$ cat config.mk
export PLATFORM = sky130hd
export DESIGN_NAME = decode_stage
export DESIGN_NICKNAME = d
export VERILOG_FILES = /design/src/hw/loongarch_isa_pkg.sv /design/src/hw/excp_pkg.sv /design/src/hw/inst_decoder.sv /design/src/hw/id_reg.sv /design/src/hw/decode_stage.sv
export SDC_FILE = /design/constraint.sdc
export NUM_CORES = 1
export LEC_CHECK = 0
export ABC_AREA = 1
export BUFFER_PORTS_ARGS = -buffer_cell sky130_fd_sc_hd__buf_2
export CAP_MARGIN = 20
export CORE_ASPECT_RATIO = 0.6
export CORE_UTILIZATION = 57
export DETAILED_ROUTE_END_ITERATION = 16
export GPL_TIMING_DRIVEN = 0
export PLACE_DENSITY = 0.83
export SYNTH_ARGS = -nofsm -noshare
export SYNTH_HDL_FRONTEND = slang
export SYNTH_HIERARCHICAL = 1
export SYNTH_SLANG_ARGS = --single-unit
$ cat constraint.sdc
create_clock -name aclk -period 8.6 [get_ports aclk]
set_clock_uncertainty 0.1 [all_clocks]
set_input_delay 2.15 -clock aclk [delete_from_list [all_inputs] [get_ports aclk]]
set_output_delay 2.15 -clock aclk [all_outputs]
set_load 0.005 [all_outputs]
$ cat src/hw/loongarch_isa_pkg.sv
`default_nettype none

package loongarch_isa_pkg;

    // Register fields, each five bits wide.
    localparam int REG_FIELD_W = 5;
    localparam int RD_LSB      = 0;
    localparam int RJ_LSB      = 5;
    localparam int RK_LSB      = 10;

    // Three-register and shift forms, matched on bits 31..15.
    localparam logic [16:0] OP17_ADD_W   = 17'h00020;
    localparam logic [16:0] OP17_SUB_W   = 17'h00022;
    localparam logic [16:0] OP17_AND     = 17'h00029;
    localparam logic [16:0] OP17_OR      = 17'h0002a;
    localparam logic [16:0] OP17_XOR     = 17'h0002b;
    localparam logic [16:0] OP17_SLLI_W  = 17'h00081;
    localparam logic [16:0] OP17_SRLI_W  = 17'h00089;
    localparam logic [16:0] OP17_SYSCALL = 17'h00056;
    localparam logic [16:0] OP17_BREAK   = 17'h00054;

    // 12-bit immediate forms, matched on bits 31..22.
    localparam logic [9:0] OP10_ADDI_W = 10'h00a;
    localparam logic [9:0] OP10_ANDI   = 10'h00d;
    localparam logic [9:0] OP10_ORI    = 10'h00e;
    localparam logic [9:0] OP10_LD_W   = 10'h0a2;
    localparam logic [9:0] OP10_ST_W   = 10'h0a6;

    // Matched on bits 31..25.
    localparam logic [6:0] OP7_LU12I_W = 7'h0a;

    // Branches, matched on bits 31..26.
    localparam logic [5:0] OP6_BEQ = 6'h16;
    localparam logic [5:0] OP6_BNE = 6'h17;
    localparam logic [5:0] OP6_B   = 6'h14;

    // CSR access, matched on bits 31..24 with rj picking the operation.
    localparam logic [7:0] OP8_CSR  = 8'h04;
    localparam logic [4:0] RJ_CSRRD = 5'd0;
    localparam logic [4:0] RJ_CSRWR = 5'd1;

    typedef enum logic [4:0] {
        UOP_NOP,
        UOP_ADD,
        UOP_SUB,
        UOP_AND,
        UOP_OR,
        UOP_XOR,
        UOP_SLL,
        UOP_SRL,
        UOP_LU12I,
        UOP_LD,
        UOP_ST,
        UOP_BEQ,
        UOP_BNE,
        UOP_B,
        UOP_SYSCALL,
        UOP_BREAK,
        UOP_CSRRD,
        UOP_CSRWR
    } uop_t;

endpackage

`default_nettype wire

$ cat src/hw/excp_pkg.sv
`default_nettype none

package excp_pkg;

    // LoongArch exception code, the Ecode field of ESTAT.
    typedef logic [6:0] ecode_t;

    localparam ecode_t ECODE_NONE = 7'h00;
    // Instruction fetch address error.
    localparam ecode_t ECODE_ADEF = 7'h08;
    // Instruction not defined.
    localparam ecode_t ECODE_INE  = 7'h0d;

endpackage

`default_nettype wire

$ cat src/hw/inst_decoder.sv
`default_nettype none

module inst_decoder (
    input  logic [31:0]             inst,
    output loongarch_isa_pkg::uop_t uop,
    output logic [31:0]             imm,
    output logic [4:0]              rd,
    output logic [4:0]              rj,
    output logic [4:0]              rk,
    output logic                    is_alu,
    output logic                    is_syscall,
    output logic                    is_break,
    output logic                    is_privileged,
    output logic                    illegal
);
    import loongarch_isa_pkg::*;

    logic [16:0] op17;
    logic [9:0]  op10;
    logic [6:0]  op7;
    logic [5:0]  op6;
    logic [7:0]  op8;

    logic [31:0] imm_si12;
    logic [31:0] imm_ui12;
    logic [31:0] imm_ui5;
    logic [31:0] imm_si20;
    logic [31:0] imm_offs16;
    logic [31:0] imm_offs26;
    logic [31:0] imm_csr;

    assign op17 = inst[31:15];
    assign op10 = inst[31:22];
    assign op7  = inst[31:25];
    assign op6  = inst[31:26];
    assign op8  = inst[31:24];

    assign rd = inst[RD_LSB +: REG_FIELD_W];
    assign rj = inst[RJ_LSB +: REG_FIELD_W];
    assign rk = inst[RK_LSB +: REG_FIELD_W];

    assign imm_si12   = {{20{inst[21]}}, inst[21:10]};
    assign imm_ui12   = {20'b0, inst[21:10]};
    assign imm_ui5    = {27'b0, inst[14:10]};
    assign imm_si20   = {inst[24:5], 12'b0};
    assign imm_offs16 = {{14{inst[25]}}, inst[25:10], 2'b00};
    // The b offset is split, upper ten bits sit in 9..0.
    assign imm_offs26 = {{4{inst[9]}}, inst[9:0], inst[25:10], 2'b00};
    assign imm_csr    = {18'b0, inst[23:10]};

    always_comb begin
        uop           = UOP_NOP;
        imm           = '0;
        is_alu        = 1'b0;
        is_syscall    = 1'b0;
        is_break      = 1'b0;
        is_privileged = 1'b0;
        illegal       = 1'b0;

        if (op17 == OP17_ADD_W) begin
            uop    = UOP_ADD;
            is_alu = 1'b1;
        end else if (op17 == OP17_SUB_W) begin
            uop    = UOP_SUB;
            is_alu = 1'b1;
        end else if (op17 == OP17_AND) begin
            uop    = UOP_AND;
            is_alu = 1'b1;
        end else if (op17 == OP17_OR) begin
            uop    = UOP_OR;
            is_alu = 1'b1;
        end else if (op17 == OP17_XOR) begin
            uop    = UOP_XOR;
            is_alu = 1'b1;
        end else if (op17 == OP17_SLLI_W) begin
            uop    = UOP_SLL;
            imm    = imm_ui5;
            is_alu = 1'b1;
        end else if (op17 == OP17_SRLI_W) begin
            uop    = UOP_SRL;
            imm    = imm_ui5;
            is_alu = 1'b1;
        end else if (op10 == OP10_ADDI_W) begin
            uop    = UOP_ADD;
            imm    = imm_si12;
            is_alu = 1'b1;
        end else if (op10 == OP10_ANDI) begin
            uop    = UOP_AND;
            imm    = imm_ui12;
            is_alu = 1'b1;
        end else if (op10 == OP10_ORI) begin
            uop    = UOP_OR;
            imm    = imm_ui12;
            is_alu = 1'b1;
        end else if (op7 == OP7_LU12I_W) begin
            uop    = UOP_LU12I;
            imm    = imm_si20;
            is_alu = 1'b1;
        end else if (op10 == OP10_LD_W) begin
            uop = UOP_LD;
            imm = imm_si12;
        end else if (op10 == OP10_ST_W) begin
            uop = UOP_ST;
            imm = imm_si12;
        end else if (op6 == OP6_BEQ) begin
            uop = UOP_BEQ;
            imm = imm_offs16;
        end else if (op6 == OP6_BNE) begin
            uop = UOP_BNE;
            imm = imm_offs16;
        end else if (op6 == OP6_B) begin
            uop = UOP_B;
            imm = imm_offs26;
        end else if (op17 == OP17_SYSCALL) begin
            uop        = UOP_SYSCALL;
            is_syscall = 1'b1;
        end else if (op17 == OP17_BREAK) begin
            uop      = UOP_BREAK;
            is_break = 1'b1;
        end else if (op8 == OP8_CSR && rj == RJ_CSRRD) begin
            uop           = UOP_CSRRD;
            imm           = imm_csr;
            is_privileged = 1'b1;
        end else if (op8 == OP8_CSR && rj == RJ_CSRWR) begin
            uop           = UOP_CSRWR;
            imm           = imm_csr;
            is_privileged = 1'b1;
        end else begin
            illegal = 1'b1;
        end
    end

endmodule

`default_nettype wire

$ cat src/hw/id_reg.sv
`default_nettype none

module id_reg (
    input  logic                    aclk,
    input  logic                    reset,
    input  logic                    id_valid,
    output logic                    id_ready,
    input  logic                    reg_ready,
    output logic                    reg_valid,
    input  logic [31:0]             fifo_id_inst0,
    input  logic [31:0]             fifo_id_inst1,
    input  logic [31:0]             fifo_id_pc0,
    input  logic [31:0]             fifo_id_pc1,
    input  logic [31:0]             fifo_id_badv,
    input  logic                    fifo_id_excp_flag,
    input  excp_pkg::ecode_t        fifo_id_exception,
    input  logic                    is_alu_0,
    input  logic                    is_alu_1,
    input  logic                    is_syscall_0,
    input  logic                    is_syscall_1,
    input  logic                    is_break_0,
    input  logic                    is_break_1,
    input  logic                    is_privileged_0,
    input  logic                    is_privileged_1,
    input  logic                    illegal_0,
    input  logic                    illegal_1,
    input  loongarch_isa_pkg::uop_t uop0,
    input  loongarch_isa_pkg::uop_t uop1,
    input  logic [31:0]             imm0,
    input  logic [31:0]             imm1,
    input  logic [4:0]              rd0,
    input  logic [4:0]              rd1,
    input  logic [4:0]              rj0,
    input  logic [4:0]              rj1,
    input  logic [4:0]              rk0,
    input  logic [4:0]              rk1,
    output logic [31:0]             id_reg_pc0,
    output logic [31:0]             id_reg_pc1,
    output logic [31:0]             id_reg_inst0,
    output logic [31:0]             id_reg_inst1,
    output logic [31:0]             id_reg_badv,
    output logic                    id_reg_excp_flag,
    output excp_pkg::ecode_t        id_reg_exception,
    output logic                    id_reg_excp_slot,
    output logic                    id_reg_is_alu_0,
    output logic                    id_reg_is_alu_1,
    output logic                    id_reg_is_syscall_0,
    output logic                    id_reg_is_syscall_1,
    output logic                    id_reg_is_break_0,
    output logic                    id_reg_is_break_1,
    output logic                    id_reg_is_privileged_0,
    output logic                    id_reg_is_privileged_1,
    output loongarch_isa_pkg::uop_t id_reg_uop0,
    output loongarch_isa_pkg::uop_t id_reg_uop1,
    output logic [31:0]             id_reg_imm0,
    output logic [31:0]             id_reg_imm1,
    output logic [4:0]              id_reg_rd0,
    output logic [4:0]              id_reg_rd1,
    output logic [4:0]              id_reg_rj0,
    output logic [4:0]              id_reg_rj1,
    output logic [4:0]              id_reg_rk0,
    output logic [4:0]              id_reg_rk1
);
    import loongarch_isa_pkg::*;
    import excp_pkg::*;

    logic   excp_flag_d;
    ecode_t excp_code_d;
    logic   excp_slot_d;
    logic   take;

    // Fetch faults come first, then the older slot.
    always_comb begin
        if (fifo_id_excp_flag) begin
            excp_flag_d = 1'b1;
            excp_code_d = fifo_id_exception;
            excp_slot_d = 1'b0;
        end else if (illegal_0) begin
            excp_flag_d = 1'b1;
            excp_code_d = ECODE_INE;
            excp_slot_d = 1'b0;
        end else if (illegal_1) begin
            excp_flag_d = 1'b1;
            excp_code_d = ECODE_INE;
            excp_slot_d = 1'b1;
        end else begin
            excp_flag_d = 1'b0;
            excp_code_d = ECODE_NONE;
            excp_slot_d = 1'b0;
        end
    end

    assign id_ready = reg_ready;

    // Load a real bundle, otherwise fill with a zero bubble.
    assign take = id_valid && !reset;

    always_ff @(posedge aclk) begin
        if (reset || reg_ready) begin
            reg_valid              <= take;
            id_reg_pc0             <= take ? fifo_id_pc0 : '0;
            id_reg_pc1             <= take ? fifo_id_pc1 : '0;
            id_reg_inst0           <= take ? fifo_id_inst0 : '0;
            id_reg_inst1           <= take ? fifo_id_inst1 : '0;
            id_reg_badv            <= take ? fifo_id_badv : '0;
            id_reg_excp_flag       <= take ? excp_flag_d : 1'b0;
            id_reg_exception       <= take ? excp_code_d : ECODE_NONE;
            id_reg_excp_slot       <= take ? excp_slot_d : 1'b0;
            id_reg_is_alu_0        <= take ? is_alu_0 : 1'b0;
            id_reg_is_alu_1        <= take ? is_alu_1 : 1'b0;
            id_reg_is_syscall_0    <= take ? is_syscall_0 : 1'b0;
            id_reg_is_syscall_1    <= take ? is_syscall_1 : 1'b0;
            id_reg_is_break_0      <= take ? is_break_0 : 1'b0;
            id_reg_is_break_1      <= take ? is_break_1 : 1'b0;
            id_reg_is_privileged_0 <= take ? is_privileged_0 : 1'b0;
            id_reg_is_privileged_1 <= take ? is_privileged_1 : 1'b0;
            id_reg_uop0            <= take ? uop0 : UOP_NOP;
            id_reg_uop1            <= take ? uop1 : UOP_NOP;
            id_reg_imm0            <= take ? imm0 : '0;
            id_reg_imm1            <= take ? imm1 : '0;
            id_reg_rd0             <= take ? rd0 : '0;
            id_reg_rd1             <= take ? rd1 : '0;
            id_reg_rj0             <= take ? rj0 : '0;
            id_reg_rj1             <= take ? rj1 : '0;
            id_reg_rk0             <= take ? rk0 : '0;
            id_reg_rk1             <= take ? rk1 : '0;
        end
    end

endmodule

`default_nettype wire

$ cat src/hw/decode_stage.sv
`default_nettype none

module decode_stage (
    input  logic                    aclk,
    input  logic                    reset,
    input  logic                    id_valid,
    output logic                    id_ready,
    input  logic                    reg_ready,
    output logic                    reg_valid,
    input  logic [31:0]             fifo_id_inst0,
    input  logic [31:0]             fifo_id_inst1,
    input  logic [31:0]             fifo_id_pc0,
    input  logic [31:0]             fifo_id_pc1,
    input  logic [31:0]             fifo_id_badv,
    input  logic                    fifo_id_excp_flag,
    input  excp_pkg::ecode_t        fifo_id_exception,
    output logic [31:0]             id_reg_pc0,
    output logic [31:0]             id_reg_pc1,
    output logic [31:0]             id_reg_inst0,
    output logic [31:0]             id_reg_inst1,
    output logic [31:0]             id_reg_badv,
    output logic                    id_reg_excp_flag,
    output excp_pkg::ecode_t        id_reg_exception,
    output logic                    id_reg_excp_slot,
    output logic                    id_reg_is_alu_0,
    output logic                    id_reg_is_alu_1,
    output logic                    id_reg_is_syscall_0,
    output logic                    id_reg_is_syscall_1,
    output logic                    id_reg_is_break_0,
    output logic                    id_reg_is_break_1,
    output logic                    id_reg_is_privileged_0,
    output logic                    id_reg_is_privileged_1,
    output loongarch_isa_pkg::uop_t id_reg_uop0,
    output loongarch_isa_pkg::uop_t id_reg_uop1,
    output logic [31:0]             id_reg_imm0,
    output logic [31:0]             id_reg_imm1,
    output logic [4:0]              id_reg_rd0,
    output logic [4:0]              id_reg_rd1,
    output logic [4:0]              id_reg_rj0,
    output logic [4:0]              id_reg_rj1,
    output logic [4:0]              id_reg_rk0,
    output logic [4:0]              id_reg_rk1
);
    import loongarch_isa_pkg::*;

    // Per-slot decode results, named to match the id_reg ports.
    uop_t        uop0;
    uop_t        uop1;
    logic [31:0] imm0;
    logic [31:0] imm1;
    logic [4:0]  rd0;
    logic [4:0]  rd1;
    logic [4:0]  rj0;
    logic [4:0]  rj1;
    logic [4:0]  rk0;
    logic [4:0]  rk1;
    logic        is_alu_0;
    logic        is_alu_1;
    logic        is_syscall_0;
    logic        is_syscall_1;
    logic        is_break_0;
    logic        is_break_1;
    logic        is_privileged_0;
    logic        is_privileged_1;
    logic        illegal_0;
    logic        illegal_1;

    inst_decoder u_dec0 (
        .inst          (fifo_id_inst0),
        .uop           (uop0),
        .imm           (imm0),
        .rd            (rd0),
        .rj            (rj0),
        .rk            (rk0),
        .is_alu        (is_alu_0),
        .is_syscall    (is_syscall_0),
        .is_break      (is_break_0),
        .is_privileged (is_privileged_0),
        .illegal       (illegal_0)
    );

    inst_decoder u_dec1 (
        .inst          (fifo_id_inst1),
        .uop           (uop1),
        .imm           (imm1),
        .rd            (rd1),
        .rj            (rj1),
        .rk            (rk1),
        .is_alu        (is_alu_1),
        .is_syscall    (is_syscall_1),
        .is_break      (is_break_1),
        .is_privileged (is_privileged_1),
        .illegal       (illegal_1)
    );

    id_reg u_id_reg (.*);

endmodule

`default_nettype wire

Word-level counts from Yosys, hierarchy flattened
Cells that the tools add are included.

cells by class
  bitwise operators = 1
  reductions and logical operators = 26
  equal/unequal tests = 40
  mux-type cells = 146

operators with widths
  operator             number
  $mux 32              24
  $eq 17x6->1 const B  10
  $mux 1               75
  $eq 17x7->1 const B  4
  $eq 17x8->1 const B  4
  $mux 4               17
  $eq 10x4->1 const B  6
  $mux 3               14
  $eq 10x8->1 const B  4
  $mux 5               8
  $reduce_or 19->1     2
  $eq 6x5->1 const B   6
  $reduce_or 18->1     2
  $reduce_or 17->1     2
  $mux 14              2
  $reduce_or 11->1     2
  $eq 8x3->1 const B   2
  $reduce_or 8->1      2
  $eq 7x4->1 const B   2
  $mux 7               2
  $reduce_or 6->1      2
  $eq 5x1->1 const B   2
  $logic_not 5->1      2
  $mux 2               4
  other kinds (7)      13

word-level totals
  register bits = 282
  input bits = 172
  word-level logic and storage cells = 250

Logic depth before layout (Yosys ltp)
  word-level depth = 25
  mapped depth = 16

By module
Netlist, hierarchy kept.

by module, submodules not included
  module        times used  area an instance (um2)  cells each
  id_reg        1           11474.8                 884
  inst_decoder  2           1696.6                  332

Least setup slack after synthesis
No wires, ideal clock.

  path type = input to register
  start = input reg_ready
  end = register u_id_reg.id_reg_badv[0], enable pin
  buffers on the path = 0
  setup time = 0.527 ns
  data required time = 7.973 ns
  setup slack = 2.423 ns
  cell stages on the path = 1
  arrival = 5.550 ns
  path through = or2_2

between the ends
  cells in the longest elaborated chain, start to end = 1

RTL lines
  what                  RTL line           text
  start, declared       decode_stage.sv:8  input logic reg_ready,
  $logic_or 1x1->1      id_reg.sv:99       if (reset || reg_ready) begin
  end signal, assigned  id_reg.sv:105      id_reg_badv <= take ? fifo_id_badv : '0;
  end, declared         id_reg.sv:41       output logic [31:0] id_reg_badv,

Every way passes these cells.
A chain may end at the register's enable or synchronous reset.

Final worst setup path
  start = input reg_ready
  end = output id_ready

RTL lines
  what           RTL line           text
  end, declared  decode_stage.sv:7  output logic id_ready,

No word-level cell between the ends.

==> results.json <==
{
  "arrival_ps": 2510,
  "ys_ff_latch": 282,
  "hold_path.class": "primary input to register",
  "crit_start": "reg_ready",
  "clkSinkCount": 282,
  "pre_cts_slack_ps": 3850,
  "die_h_um": 127,
  "p_total_uw": 3180,
  "rsz0062_at_grt": "false",
  "drive_above_1_share": 0.359,
  "fin_crit_ps": 4760,
  "drv_slew": 0,
  "grt_pass1_vias": 11600,
  "synthCells": 1548,
  "track_usage": 0.333,
  "overflow": 0,
  "cp-end-kind": "output pin",
  "n_fill_cell": 1911,
  "fmax_mhz": 210,
  "tightest_slew_ps": 854,
  "yosysWarnings": 6,
  "drtPass1Iterations": 6,
  "root_buffer": "clkbuf_16",
  "synth_area_um2": 14900,
  "cp_max_fo": 2,
  "syn_nets": 1720,
  "postRouteAntennaNets": 0,
  "yosys.area.top_type": "edfxtp_1",
  "io_pins": 455,
  "timing.final.ws_setup_ps": 3840,
  "port_buffers": 454,
  "clock_path_buffers": 3,
  "fin_crit_sh": 0.553,
  "grt_pass1_wl_um": 66600,
  "cts_htree_levels": 1,
  "power.leakage_uw": 0.00915,
  "hp-start": "fifo_id_badv[8]",
  "ir_worst_vdd_mv": 0.182,
  "final_cell_area_um2": 18500,
  "cts.clk_slew.worst_paths_ps": 60,
  "synth_edf_count": 282,
  "drtIter0Drc": 1689,
  "placed_area_um2": 17700,
  "ys_types": 36,
  "max_cap_violations": 0,
  "rows": 45,
  "seq_area_frac_synth": 0.570,
  "wl_um": 45500,
  "core-area_um2": 25400,
  "multi_input_area_um2": 4370,
  "die_w_um": 211,
  "fin_setup_tns_ps": 0,
  "place_congestion": 1.02,
  "areaGrowthSynthToFinish_pct": 24.5,
  "drc": 0,
  "async_flop_share": 0,
  "min_path_cells": 3,
  "vias_per_cell": 5.24,
  "worst_setup_path_start_kind": "primary input",
  "vias": 12600,
  "synth_top_cell_area_share": 0.570,
  "path_class": "primary input to output pin",
  "cts_buffers": 27,
  "required_ps": 6350,
  "final_net_count": 2207,
  "avgRoutedWirePerCell_um": 18.9,
  "hpwl_um": 35300,
  "grt_max_degree": 77,
  "antenna_found_initial": 2,
  "final_cell_mix": "buf_2, inv_1, edfxtp_1",
  "hold_viol_final": 0,
  "synthTopCellsByArea": "edfxtp_1, inv_1, nor2_1",
  "cts_tree": "done",
  "setup_viol": 0,
  "cts.repair.resized": 0,
  "slew-limit-headroom": 0.431,
  "regArea_um2": 8470,
  "start_util": 0.584,
  "p_per_area_nw_per_um2": 172,
  "hold_buffers": 0,
  "final_common_cell": "buf_2",
  "syn_area_per_cell_um2": 9.60,
  "synth_flop_cell": "edfxtp_1",
  "status": "completed",
  "dieArea_um2": 26800,
  "post_cts_buffers": 0
}
[power breakdown]
part	leakage, uW	internal (uW)	switching, uW
sequential	0.00304	1620	28.9
clock	0.000398	583	538
combinational	0.00571	153	254
total	0.00915	2350	821
[layout make-up]
type	count	area share
sequential	282	0.458
multi-input combinational	811	0.236
timing repair buffer	458	0.128
inverter	374	0.0759
clock buffer	28	0.0367
buffer	81	0.0338
tap	352	0.0238
clock inverter	22	0.00764
antenna	2	0.000270
[cell usage after synthesis (all sizes together) (8+ instances only)]
library cell	n
a21oi	46
buf	79
edfxtp	282
inv	374
nand2	172
nand3	68
nand4	24
nor2	383
nor3	18
o211ai	14
o21ai	52
o22ai	14
or2	8
[registers in the layout, summed over array words and instances (netlist names), 5 cells and up]
| register | count |
|---|---|
| u_id_reg/id_reg_rd1 | 5 |
| u_id_reg/id_reg_rj1 | 5 |
| u_id_reg/id_reg_rk1 | 5 |
| u_id_reg/id_reg_pc0 | 32 |
| u_id_reg/id_reg_inst1 | 32 |
| u_id_reg/id_reg_rj0 | 5 |
| u_id_reg/id_reg_imm1 | 32 |
| u_id_reg/id_reg_exception | 7 |
| u_id_reg/id_reg_inst0 | 32 |
| u_id_reg/id_reg_badv | 32 |
| u_id_reg/id_reg_imm0 | 32 |
| u_id_reg/id_reg_uop1 | 5 |
| u_id_reg/id_reg_pc1 | 32 |
| u_id_reg/id_reg_rk0 | 5 |
| u_id_reg/id_reg_rd0 | 5 |
| u_id_reg/id_reg_uop0 | 5 |
[worst max-delay path: stages]
cell and delay (ps):
buf_2 110, buf_4 120, buf_2 130
[worst paths after layout]
| check | end | slack [ps] |
|---|---|---|
| max | id_ready | 3840 |
| min | u_id_reg/id_reg_badv[8]$_SDFFCE_PP0P_ | 1790 |
[layer usage]
metal / vias up / global-route usage / part of all wire
met3: 82 / 0.110 / 0.14
li1: 5818 / - / -
met1: 5893 / 0.471 / 0.40
met2: 825 / 0.501 / 0.44
met4: 0 / 0.0759 / 0.021
met5: - / 0 / 0
[through the flow]
stage          cells  hold WS, ps   util
2_1_floorplan   1548         2250      -
3_3_place_gp    2354         2340  0.691
3_5_place_dp    2358         2350  0.695
4_1_cts         2408         1770  0.727
5_1_grt         2410         1780  0.727
6_report        2410         1790  0.727
[logic make-up (layout without fill, tap and decap cells)]
family,count (synthesis),after routing,share of synthesized area
compound gates,132,132,0.0512
buf+inv,455,963,0.136
flops,282,282,0.570
other cells,0,2,0
simple gates,679,679,0.243
No activity file was read; power rests on OpenSTA's default activity.
